===== src/verilog/rv_pkg.sv =====
// Shared types for the RV32I core
// Widths, opcode/ALU/format/state encodings and the bus and decode structs
`default_nettype none

package rv_pkg;

    localparam int XLEN = 32;

    typedef logic [XLEN-1:0] word_t;
    typedef logic [4:0]      reg_addr_t;

    localparam word_t RESET_PC = 32'h0000_0000;

    // RV32I major opcodes
    typedef enum logic [6:0] {
        OPC_LOAD   = 7'b0000011,
        OPC_OP_IMM = 7'b0010011,
        OPC_AUIPC  = 7'b0010111,
        OPC_STORE  = 7'b0100011,
        OPC_OP     = 7'b0110011,
        OPC_LUI    = 7'b0110111,
        OPC_BRANCH = 7'b1100011,
        OPC_JALR   = 7'b1100111,
        OPC_JAL    = 7'b1101111,
        OPC_SYSTEM = 7'b1110011
    } opcode_e;

    typedef enum logic [3:0] {
        ALU_ADD,
        ALU_SUB,
        ALU_SLL,
        ALU_SLT,
        ALU_SLTU,
        ALU_XOR,
        ALU_SRL,
        ALU_SRA,
        ALU_OR,
        ALU_AND
    } alu_op_e;

    // Immediate formats
    typedef enum logic [2:0] {
        FMT_R,
        FMT_I,
        FMT_S,
        FMT_B,
        FMT_U,
        FMT_J
    } fmt_e;

    typedef enum logic [1:0] {
        FETCH,
        EXECUTE,
        MEMORY,
        HALT
    } core_state_e;

    // Wishbone classic, master to slave
    typedef struct packed {
        logic       cyc;
        logic       stb;
        logic       we;
        word_t      adr;
        word_t      dat_w;
        logic [3:0] sel;
    } wb_req_t;

    typedef struct packed {
        word_t dat_r;
        logic  ack;
    } wb_rsp_t;

    typedef struct packed {
        alu_op_e    alu_op;
        reg_addr_t  rd;
        reg_addr_t  rs1;
        reg_addr_t  rs2;
        word_t      imm;
        logic [2:0] funct3;
        logic       is_load;
        logic       is_store;
        logic       is_branch;
        logic       is_jal;
        logic       is_jalr;
        logic       is_lui;
        logic       is_auipc;
        logic       use_imm;
        logic       writes_rd;
        logic       is_ebreak;
    } decoded_t;

    typedef struct packed {
        word_t result;
        logic  jump_en;
        word_t jump_target;
    } exec_result_t;

endpackage

`default_nettype wire


===== src/verilog/rv_core.sv =====
// Multi-cycle RV32I core
// Fetch, execute and memory states sharing one Wishbone classic master port
`timescale 1ns/1ps
`default_nettype none

module rv_core (
    input  logic            clk,
    input  logic            reset,
    output rv_pkg::wb_req_t wb_req,
    input  rv_pkg::wb_rsp_t wb_rsp,
    output logic            halted
);
    import rv_pkg::*;

    core_state_e  state;
    logic         bus_active;
    word_t        pc;
    word_t        ir;
    word_t        next_pc;
    decoded_t     dec;
    word_t        rs1_data;
    word_t        rs2_data;
    exec_result_t res;
    logic [3:0]   lsu_sel;
    word_t        lsu_wdata;
    word_t        load_data;
    logic         mem_op;
    logic         bus_done;
    logic         rf_we;
    word_t        rf_wdata;

    rv_decoder u_decoder (
        .inst (ir),
        .dec  (dec)
    );

    rv_regfile u_regfile (
        .clk    (clk),
        .reset  (reset),
        .raddr1 (dec.rs1),
        .raddr2 (dec.rs2),
        .rdata1 (rs1_data),
        .rdata2 (rs2_data),
        .we     (rf_we),
        .waddr  (dec.rd),
        .wdata  (rf_wdata)
    );

    rv_execute u_execute (
        .dec      (dec),
        .pc       (pc),
        .rs1_data (rs1_data),
        .rs2_data (rs2_data),
        .res      (res)
    );

    rv_lsu u_lsu (
        .dec        (dec),
        .addr       (res.result),
        .store_data (rs2_data),
        .bus_rdata  (wb_rsp.dat_r),
        .sel        (lsu_sel),
        .bus_wdata  (lsu_wdata),
        .load_data  (load_data)
    );

    assign mem_op   = dec.is_load || dec.is_store;
    assign bus_done = bus_active && wb_rsp.ack;
    assign next_pc  = res.jump_en ? res.jump_target : pc + 32'd4;

    // Writeback at the end of EXECUTE, or on the ack of a load
    assign rf_we    = dec.writes_rd && ((state == EXECUTE && !mem_op) ||
                                        (state == MEMORY && bus_done && dec.is_load));
    assign rf_wdata = (state == MEMORY) ? load_data : res.result;

    always_ff @(posedge clk or posedge reset) begin
        if (reset) begin
            state      <= FETCH;
            bus_active <= 1'b0;
            pc         <= RESET_PC;
        end else begin
            unique case (state)
                FETCH: begin
                    if (!bus_active) begin
                        bus_active <= 1'b1;
                    end else if (wb_rsp.ack) begin
                        bus_active <= 1'b0;
                        state      <= EXECUTE;
                    end
                end
                EXECUTE: begin
                    if (dec.is_ebreak) begin
                        state <= HALT;
                    end else if (mem_op) begin
                        bus_active <= 1'b1;
                        state      <= MEMORY;
                    end else begin
                        pc         <= next_pc;
                        bus_active <= 1'b1; // next fetch starts right away
                        state      <= FETCH;
                    end
                end
                MEMORY: begin
                    if (wb_rsp.ack) begin
                        pc         <= next_pc;
                        bus_active <= 1'b0;
                        state      <= FETCH;
                    end
                end
                default: ; // HALT until reset
            endcase
        end
    end

    // Instruction register, loaded on the fetch ack
    always_ff @(posedge clk) begin
        if (state == FETCH && bus_done) begin
            ir <= wb_rsp.dat_r;
        end
    end

    always_comb begin
        wb_req.cyc   = bus_active;
        wb_req.stb   = bus_active;
        wb_req.we    = bus_active && state == MEMORY && dec.is_store;
        wb_req.adr   = (state == MEMORY) ? res.result : pc;
        wb_req.sel   = (state == MEMORY) ? lsu_sel : 4'b1111;
        wb_req.dat_w = lsu_wdata;
    end

    assign halted = (state == HALT);

endmodule

`default_nettype wire


===== src/verilog/rv_decoder.sv =====
// Instruction decoder
// Extracts fields, builds the immediate and derives control flags
`timescale 1ns/1ps
`default_nettype none

module rv_decoder (
    input  rv_pkg::word_t    inst,
    output rv_pkg::decoded_t dec
);
    import rv_pkg::*;

    opcode_e    opcode;
    fmt_e       fmt;
    logic [6:0] funct7;
    logic [2:0] funct3;
    reg_addr_t  rd;
    word_t      imm;

    assign opcode = opcode_e'(inst[6:0]);
    assign funct3 = inst[14:12];
    assign funct7 = inst[31:25];
    assign rd     = inst[11:7];

    always_comb begin
        unique case (opcode)
            OPC_OP_IMM, OPC_LOAD, OPC_JALR, OPC_SYSTEM: fmt = FMT_I;
            OPC_STORE:                                  fmt = FMT_S;
            OPC_BRANCH:                                 fmt = FMT_B;
            OPC_LUI, OPC_AUIPC:                         fmt = FMT_U;
            OPC_JAL:                                    fmt = FMT_J;
            default:                                    fmt = FMT_R; // OP and unknown
        endcase
    end

    always_comb begin
        unique case (fmt)
            FMT_I:   imm = {{20{inst[31]}}, inst[31:20]};
            FMT_S:   imm = {{20{inst[31]}}, inst[31:25], inst[11:7]};
            FMT_B:   imm = {{20{inst[31]}}, inst[7], inst[30:25], inst[11:8], 1'b0};
            FMT_U:   imm = {inst[31:12], 12'b0};
            FMT_J:   imm = {{12{inst[31]}}, inst[19:12], inst[20], inst[30:21], 1'b0};
            default: imm = '0;
        endcase
    end

    always_comb begin
        dec        = '0;
        dec.rd     = rd;
        dec.rs1    = inst[19:15];
        dec.rs2    = inst[24:20];
        dec.imm    = imm;
        dec.funct3 = funct3;
        dec.alu_op = ALU_ADD;

        if (opcode == OPC_OP || opcode == OPC_OP_IMM) begin
            unique case (funct3)
                3'b000: begin
                    // Only the register form has SUB
                    if (opcode == OPC_OP && funct7[5]) begin
                        dec.alu_op = ALU_SUB;
                    end
                end
                3'b001:  dec.alu_op = ALU_SLL;
                3'b010:  dec.alu_op = ALU_SLT;
                3'b011:  dec.alu_op = ALU_SLTU;
                3'b100:  dec.alu_op = ALU_XOR;
                3'b101:  dec.alu_op = funct7[5] ? ALU_SRA : ALU_SRL;
                3'b110:  dec.alu_op = ALU_OR;
                default: dec.alu_op = ALU_AND;
            endcase
        end

        dec.is_load   = (opcode == OPC_LOAD);
        dec.is_store  = (opcode == OPC_STORE);
        dec.is_branch = (opcode == OPC_BRANCH);
        dec.is_jal    = (opcode == OPC_JAL);
        dec.is_jalr   = (opcode == OPC_JALR);
        dec.is_lui    = (opcode == OPC_LUI);
        dec.is_auipc  = (opcode == OPC_AUIPC);
        dec.use_imm   = (fmt != FMT_R) && (fmt != FMT_B);
        dec.is_ebreak = (opcode == OPC_SYSTEM) && (funct3 == 3'b000)
                        && (inst[31:20] == 12'h001);

        // Stores, branches, SYSTEM and unknown opcodes never write rd
        dec.writes_rd = (rd != 5'd0) &&
                        (opcode == OPC_OP || opcode == OPC_OP_IMM || opcode == OPC_LOAD ||
                         opcode == OPC_LUI || opcode == OPC_AUIPC ||
                         opcode == OPC_JAL || opcode == OPC_JALR);
    end

endmodule

`default_nettype wire


===== src/verilog/rv_execute.sv =====
// Execute unit
// ALU, branch compare and jump target generation
`timescale 1ns/1ps
`default_nettype none

module rv_execute (
    input  rv_pkg::decoded_t     dec,
    input  rv_pkg::word_t        pc,
    input  rv_pkg::word_t        rs1_data,
    input  rv_pkg::word_t        rs2_data,
    output rv_pkg::exec_result_t res
);
    import rv_pkg::*;

    word_t      op_a;
    word_t      op_b;
    word_t      alu_out;
    word_t      pc_plus4;
    logic [4:0] shamt;
    logic       take;

    // LUI adds to zero, AUIPC to the PC
    always_comb begin
        if (dec.is_lui) begin
            op_a = '0;
        end else if (dec.is_auipc) begin
            op_a = pc;
        end else begin
            op_a = rs1_data;
        end
    end

    assign op_b     = dec.use_imm ? dec.imm : rs2_data;
    assign shamt    = op_b[4:0];
    assign pc_plus4 = pc + 32'd4;

    always_comb begin
        unique case (dec.alu_op)
            ALU_SUB:  alu_out = op_a - op_b;
            ALU_SLL:  alu_out = op_a << shamt;
            ALU_SLT:  alu_out = ($signed(op_a) < $signed(op_b)) ? 32'd1 : 32'd0;
            ALU_SLTU: alu_out = (op_a < op_b) ? 32'd1 : 32'd0;
            ALU_XOR:  alu_out = op_a ^ op_b;
            ALU_SRL:  alu_out = op_a >> shamt;
            ALU_SRA:  alu_out = word_t'($signed(op_a) >>> shamt);
            ALU_OR:   alu_out = op_a | op_b;
            ALU_AND:  alu_out = op_a & op_b;
            default:  alu_out = op_a + op_b;
        endcase
    end

    always_comb begin
        unique case (dec.funct3)
            3'b000:  take = (rs1_data == rs2_data);
            3'b001:  take = (rs1_data != rs2_data);
            3'b100:  take = ($signed(rs1_data) < $signed(rs2_data));
            3'b101:  take = ($signed(rs1_data) >= $signed(rs2_data));
            3'b110:  take = (rs1_data < rs2_data);
            3'b111:  take = (rs1_data >= rs2_data);
            default: take = 1'b0;
        endcase
    end

    always_comb begin
        res.jump_en = dec.is_jal || dec.is_jalr || (dec.is_branch && take);

        if (dec.is_jalr) begin
            res.jump_target = {alu_out[31:1], 1'b0}; // rs1 + imm with bit 0 cleared
        end else begin
            res.jump_target = pc + dec.imm;
        end

        // Link value for JAL/JALR
        res.result = (dec.is_jal || dec.is_jalr) ? pc_plus4 : alu_out;
    end

endmodule

`default_nettype wire


===== src/verilog/rv_lsu.sv =====
// Load/store unit
// Byte lane selects, store data alignment and load extraction
`timescale 1ns/1ps
`default_nettype none

module rv_lsu (
    input  rv_pkg::decoded_t dec,
    input  rv_pkg::word_t    addr,
    input  rv_pkg::word_t    store_data,
    input  rv_pkg::word_t    bus_rdata,
    output logic [3:0]       sel,
    output rv_pkg::word_t    bus_wdata,
    output rv_pkg::word_t    load_data
);
    import rv_pkg::*;

    logic [1:0] lane;
    logic [3:0] mask;
    word_t      rdata_shifted;

    // funct3[1:0] gives the access size
    always_comb begin
        unique case (dec.funct3[1:0])
            2'b00: begin
                lane = addr[1:0];
                mask = 4'b0001;
            end
            2'b01: begin
                lane = {addr[1], 1'b0};
                mask = 4'b0011;
            end
            default: begin
                lane = 2'b00;
                mask = 4'b1111;
            end
        endcase
    end

    assign sel           = mask << lane;
    assign bus_wdata     = store_data << {lane, 3'b000};
    assign rdata_shifted = bus_rdata >> {lane, 3'b000};

    always_comb begin
        unique case (dec.funct3)
            3'b000:  load_data = {{24{rdata_shifted[7]}}, rdata_shifted[7:0]};   // LB
            3'b001:  load_data = {{16{rdata_shifted[15]}}, rdata_shifted[15:0]}; // LH
            3'b100:  load_data = {24'b0, rdata_shifted[7:0]};                    // LBU
            3'b101:  load_data = {16'b0, rdata_shifted[15:0]};                   // LHU
            default: load_data = rdata_shifted;
        endcase
    end

endmodule

`default_nettype wire


===== src/verilog/rv_regfile.sv =====
// Integer register file, 32 x 32 bits
// Two combinational read ports, one write port, x0 reads as zero
`timescale 1ns/1ps
`default_nettype none

module rv_regfile (
    input  logic              clk,
    input  logic              reset,
    input  rv_pkg::reg_addr_t raddr1,
    input  rv_pkg::reg_addr_t raddr2,
    output rv_pkg::word_t     rdata1,
    output rv_pkg::word_t     rdata2,
    input  logic              we,
    input  rv_pkg::reg_addr_t waddr,
    input  rv_pkg::word_t     wdata
);
    import rv_pkg::*;

    word_t regs [32];

    always_ff @(posedge clk or posedge reset) begin
        if (reset) begin
            for (int i = 0; i < 32; i++) begin
                regs[i] <= '0;
            end
        end else if (we && waddr != 5'd0) begin
            regs[waddr] <= wdata;
        end
    end

    assign rdata1 = (raddr1 == 5'd0) ? '0 : regs[raddr1];
    assign rdata2 = (raddr2 == 5'd0) ? '0 : regs[raddr2];

endmodule

`default_nettype wire

===== config.mk =====
export PLATFORM = sky130hd
export DESIGN_NAME = rv_core
export DESIGN_NICKNAME = d
export VERILOG_FILES = /design/src/verilog/rv_pkg.sv /design/src/verilog/rv_core.sv /design/src/verilog/rv_decoder.sv /design/src/verilog/rv_execute.sv /design/src/verilog/rv_lsu.sv /design/src/verilog/rv_regfile.sv
export SDC_FILE = /design/constraint.sdc
export NUM_CORES = 2
export LEC_CHECK = 0
export BUFFER_PORTS_ARGS = -buffer_cell sky130_fd_sc_hd__buf_2
export CORE_UTILIZATION = 56
export DETAILED_ROUTE_END_ITERATION = 10
export HOLD_SLACK_MARGIN = 0.02
export PLACE_DENSITY_LB_ADDON = 0.12
export SLEW_MARGIN = 20
export SYNTH_ARGS = -nofsm -noshare
export SYNTH_HDL_FRONTEND = slang
export SYNTH_HIERARCHICAL = 1
export SYNTH_SLANG_ARGS = --single-unit

===== constraint.sdc =====
create_clock -name clk -period 48.2 [get_ports clk]
set_input_delay 7.23 -clock clk [delete_from_list [all_inputs] [get_ports clk]]
set_output_delay 7.23 -clock clk [all_outputs]
set_load 0.02 [all_outputs]

==> impl_metrics.tcl <==
set metrics [dict create \
    status "completed" \
    async_flop_share_pct 97.1 \
    syn_area_um2 74200 \
    p_int_mw 2.03 \
    wl_per_cell_um 37.1 \
    critical_path.endpoint_type "output port" \
    synth-main-ff-cell "dfrtp_1" \
    syn_inst 6385 \
    synth_xor_area_share_pct 0.814 \
    power.switching_mw 1.60 \
    gpl.final_weighted_congestion 1.08 \
    grt_pass1_wl_um 425000 \
    synthDistinctLibCells 124 \
    synth_top_family_by_area "multiplexers" \
    worst_pin_slew_ns 1.30 \
    hold_viol 0 \
    cts_buffers 116 \
    crit_buf_inv 5 \
    irDropWorstVdd_mv 0.0391 \
    overflow 0 \
    core_area_um2 131000 \
    yosys.area_share.simple_pct 7.03 \
    hpwl_um 195000 \
    syn_area_per_cell_um2 11.6 \
    grtUsageTotal_pct 44.0 \
    ys_seq_area_share_pct 37.0 \
    grt_max_degree 178 \
    synth_compound_area_share_pct 12.0 \
    clk_pin_slew_ns 0.07 \
    p_sw_share_pct 44.1 \
    power-per-cell-area_nw_per_um2 45.6 \
    drv_slew 0 \
    fmax_ghz 0.0533 \
    syn_to_final_growth_pct 7.36 \
    post_cts_buffers 0 \
    cts_resized 0 \
    drtIter0Drc 7641 \
    row_count 133 \
    dieWidth_um 366 \
    antenna_found_initial 20 \
    final_nets 6384 \
    dr_total_vias 59300 \
    timing.max_cap.violations 0 \
    crit_required_ns 40.97 \
    power.total_mw 3.63 \
    die_h_um 366 \
    critical_path_class "flop to output port" \
    clk_path_buf_depth 3 \
    ys_warn_count 6 \
    grt_pass1_vias 57300 \
    clock-root-buffer "clkbuf_16" \
    cp-start-kind "flop" \
    fin_crit_sh_pct 38.9 \
    crit_family "compound AO/OA/AOI/OAI gates" \
    syn_nets 6589 \
    worstPathArrival_ns 11.53 \
    worst_hold_path_type "flop to flop" \
    setup_tns_ns 0 \
    postRouteAntennaNets 0 \
    wl_um 298000 \
    htreeDepth 3 \
    power_leakage_nw 35.9 \
    crit_top_cell "buf_4" \
    rsz0062_at_grt "false" \
    power_frac_seq_pct 30.7 \
    period_needed_ns 18.76 \
    synth_seq_cells 1091 \
    synthAdderAreaFrac_pct 2.88 \
    critPathSlowestCell "nor2_1" \
    clkLatencyLatePin_ns 0.79 \
    clkPwrFrac_pct 25.4 \
    setup_viol 0 \
    max-slew-margin-rel_pct 13.1 \
    drive_gt1_share_pct 35.2 \
    clock-skew-final_ns 0.113 \
    synth-edff-count 32 \
    num_io_pins 107 \
    cts.sinks 1091 \
    holdBufCountCts 0 \
    route.detailed.drc 0 \
    dr.pass1.iters 7 \
    cts_tree "done" \
    place.port_buffers 106 \
    dieArea_um2 134000 \
    crit_fanout 47 \
    combPwrFrac_pct 43.9 \
    yosys-mux-area-fraction_pct 35.0 \
    start_util_pct 56.4 \
    slowest_delay_ns 1.07 \
    drt-vias-per-instance 7.38 \
]
-- metrics by stage --
step           setup WS (ns)  area [µm²]  util, %  cells  hold WS [ns]
3_3_place_gp           30.50       75700     57.6   7815         0.382
2_1_floorplan          12.15       74200        -   6385         0.441
4_1_cts                29.61       79600     60.6   8033         0.398
3_5_place_dp           30.41       75700     57.6   7816         0.384
6_report               29.44       79700     60.6   8040         0.395
5_1_grt                29.04       79700     60.6   8034         0.406
-- cell families (layout without fill, tap and decap cells) --
logic type	after synthesis	count (layout)
mux	1928	1928
compound gates	1298	1298
flops	1091	1091
simple gates	1037	1037
buf+inv	793	687
fa+ha+maj	169	169
xor+xnor	69	69
other cells	0	6
-- final cells by class --
type / instances / area, µm²
clock inverter: 40 / 564
multi-input combinational: 4501 / 43400
tap: 1755 / 2200
antenna: 6 / 15.0
clock buffer: 177 / 3340
fill: 10700 / 51800
sequential: 1091 / 27500
timing repair buffer: 314 / 2140
inverter: 156 / 593
-- path summary, 6_finish.rpt --
kind	startpoint	endpoint	slack, ns	cells after the start
worst max register to register	ir[15]	u_regfile/regs[181]	36.63	25
min in group asynchronous	reset	u_regfile/regs[968]	6.56	2
worst min register to register	u_regfile/regs[994]	u_regfile/regs[994]	0.39	0
max in group asynchronous	reset	u_regfile/regs[321]	38.36	5
worst min-delay path	u_regfile/regs[994]	u_regfile/regs[994]	0.39	0
worst max-delay path	ir[15]	wb_req[26]	29.44	25
-- worst register-to-register path, stage by stage (launching register included) --
cell	delay, ns
edfxtp_1	0.82
buf_4	0.84
buf_4	0.86
buf_4	0.78
mux4_2	0.62
a22o_1	0.24
a2111oi_0	0.62
nor3_1	0.33
mux2i_1	0.30
nor2_1	0.20
ha_1	0.60
o21bai_1	0.13
o31ai_1	0.09
nand4b_1	0.20
a221oi_1	0.39
o41ai_2	0.22
a31oi_1	0.56
o22ai_1	0.19
a211oi_1	0.29
o32a_1	0.36
nor2b_2	0.32
mux2_2	0.42
a21oi_4	0.80
a21oi_1	0.19
mux2_2	0.60
mux2_2	0.52
-- per-layer routing --
| layer | share of wire (%) | GRT usage (%) | vias to the layer above |
|---|---|---|---|
| met1 | 37 | 56.7 | 30600 |
| met2 | 43 | 64.8 | 3705 |
| met4 | 8.8 | 32.0 | 18 |
| li1 | - | - | 23900 |
| met5 | 0.036 | 0 | - |
| met3 | 10 | 10.8 | 1006 |
-- synthesized netlist by cell type, drive strengths merged (21+ instances only) --
| master | count | area (µm²) |
|---|---|---|
| a221oi | 36 | 322 |
| o32ai | 21 | 184 |
| inv | 153 | 574 |
| o211ai | 42 | 325 |
| and2 | 39 | 245 |
| nand2b | 26 | 170 |
| a2111oi | 40 | 362 |
| mux2 | 1135 | 12800 |
| nor3 | 112 | 576 |
| o21ai | 259 | 1300 |
| nor2 | 272 | 1040 |
| nor2b | 88 | 556 |
| nand4 | 30 | 194 |
| ha | 166 | 2080 |
| mux2i | 373 | 3740 |
| buf | 299 | 2030 |
| clkbuf | 338 | 1280 |
| edfxtp | 32 | 961 |
| nor4 | 32 | 206 |
| a21oi | 278 | 1450 |
| a211oi | 82 | 633 |
| dfrtp | 1059 | 26500 |
| a22o | 52 | 455 |
| nand2 | 255 | 960 |
| and3 | 22 | 138 |
| xnor2 | 49 | 429 |
| nand3 | 59 | 300 |
| o22ai | 61 | 382 |
| mux4 | 420 | 9460 |
| a22oi | 96 | 734 |
| o221ai | 35 | 313 |
| a21o | 58 | 435 |
| a31oi | 38 | 238 |
-- power groups by stage --
| stage | Sequential (mW) | Combinational, mW | Clock (mW) |
|---|---|---|---|
| floorplan | 1.08 | 1.00 | 0 |
| global placement | 1.12 | 1.52 | 0 |
| detailed placement | 1.12 | 1.52 | 0 |
| CTS | 1.11 | 1.53 | 0.932 |
| global route | 1.12 | 1.65 | 0.968 |
| finish | 1.12 | 1.60 | 0.922 |
-- flip-flops by register name, indices dropped and copies added, names as in the netlist --
name and flops:
bus_active 1, u_regfile/regs 1024, state 2, pc 32, ir 32
-- cells in the final DEF (no fill, tap or decap), types with 38 or more instances in the layout --
master	Yosys	layout
nand2_1	254	237
buf_4	48	203
o211ai_1	40	40
nand3_1	58	58
clkbuf_1	334	40
mux2i_1	370	368
nor2b_1	86	81
mux2_2	1132	1132
mux4_2	420	420
nor3_1	109	96
buf_2	122	107
clkbuf_16	0	116
o22ai_1	61	61
ha_1	166	165
a211oi_1	80	78
a22o_1	52	52
a22oi_1	95	94
a21oi_1	265	264
xnor2_1	49	49
nor2_1	265	245
dfrtp_1	1059	1059
o21ai_0	236	235
a21o_1	58	58
a31oi_1	38	38
inv_1	151	148
No activity file was read; power rests on OpenSTA's default activity.
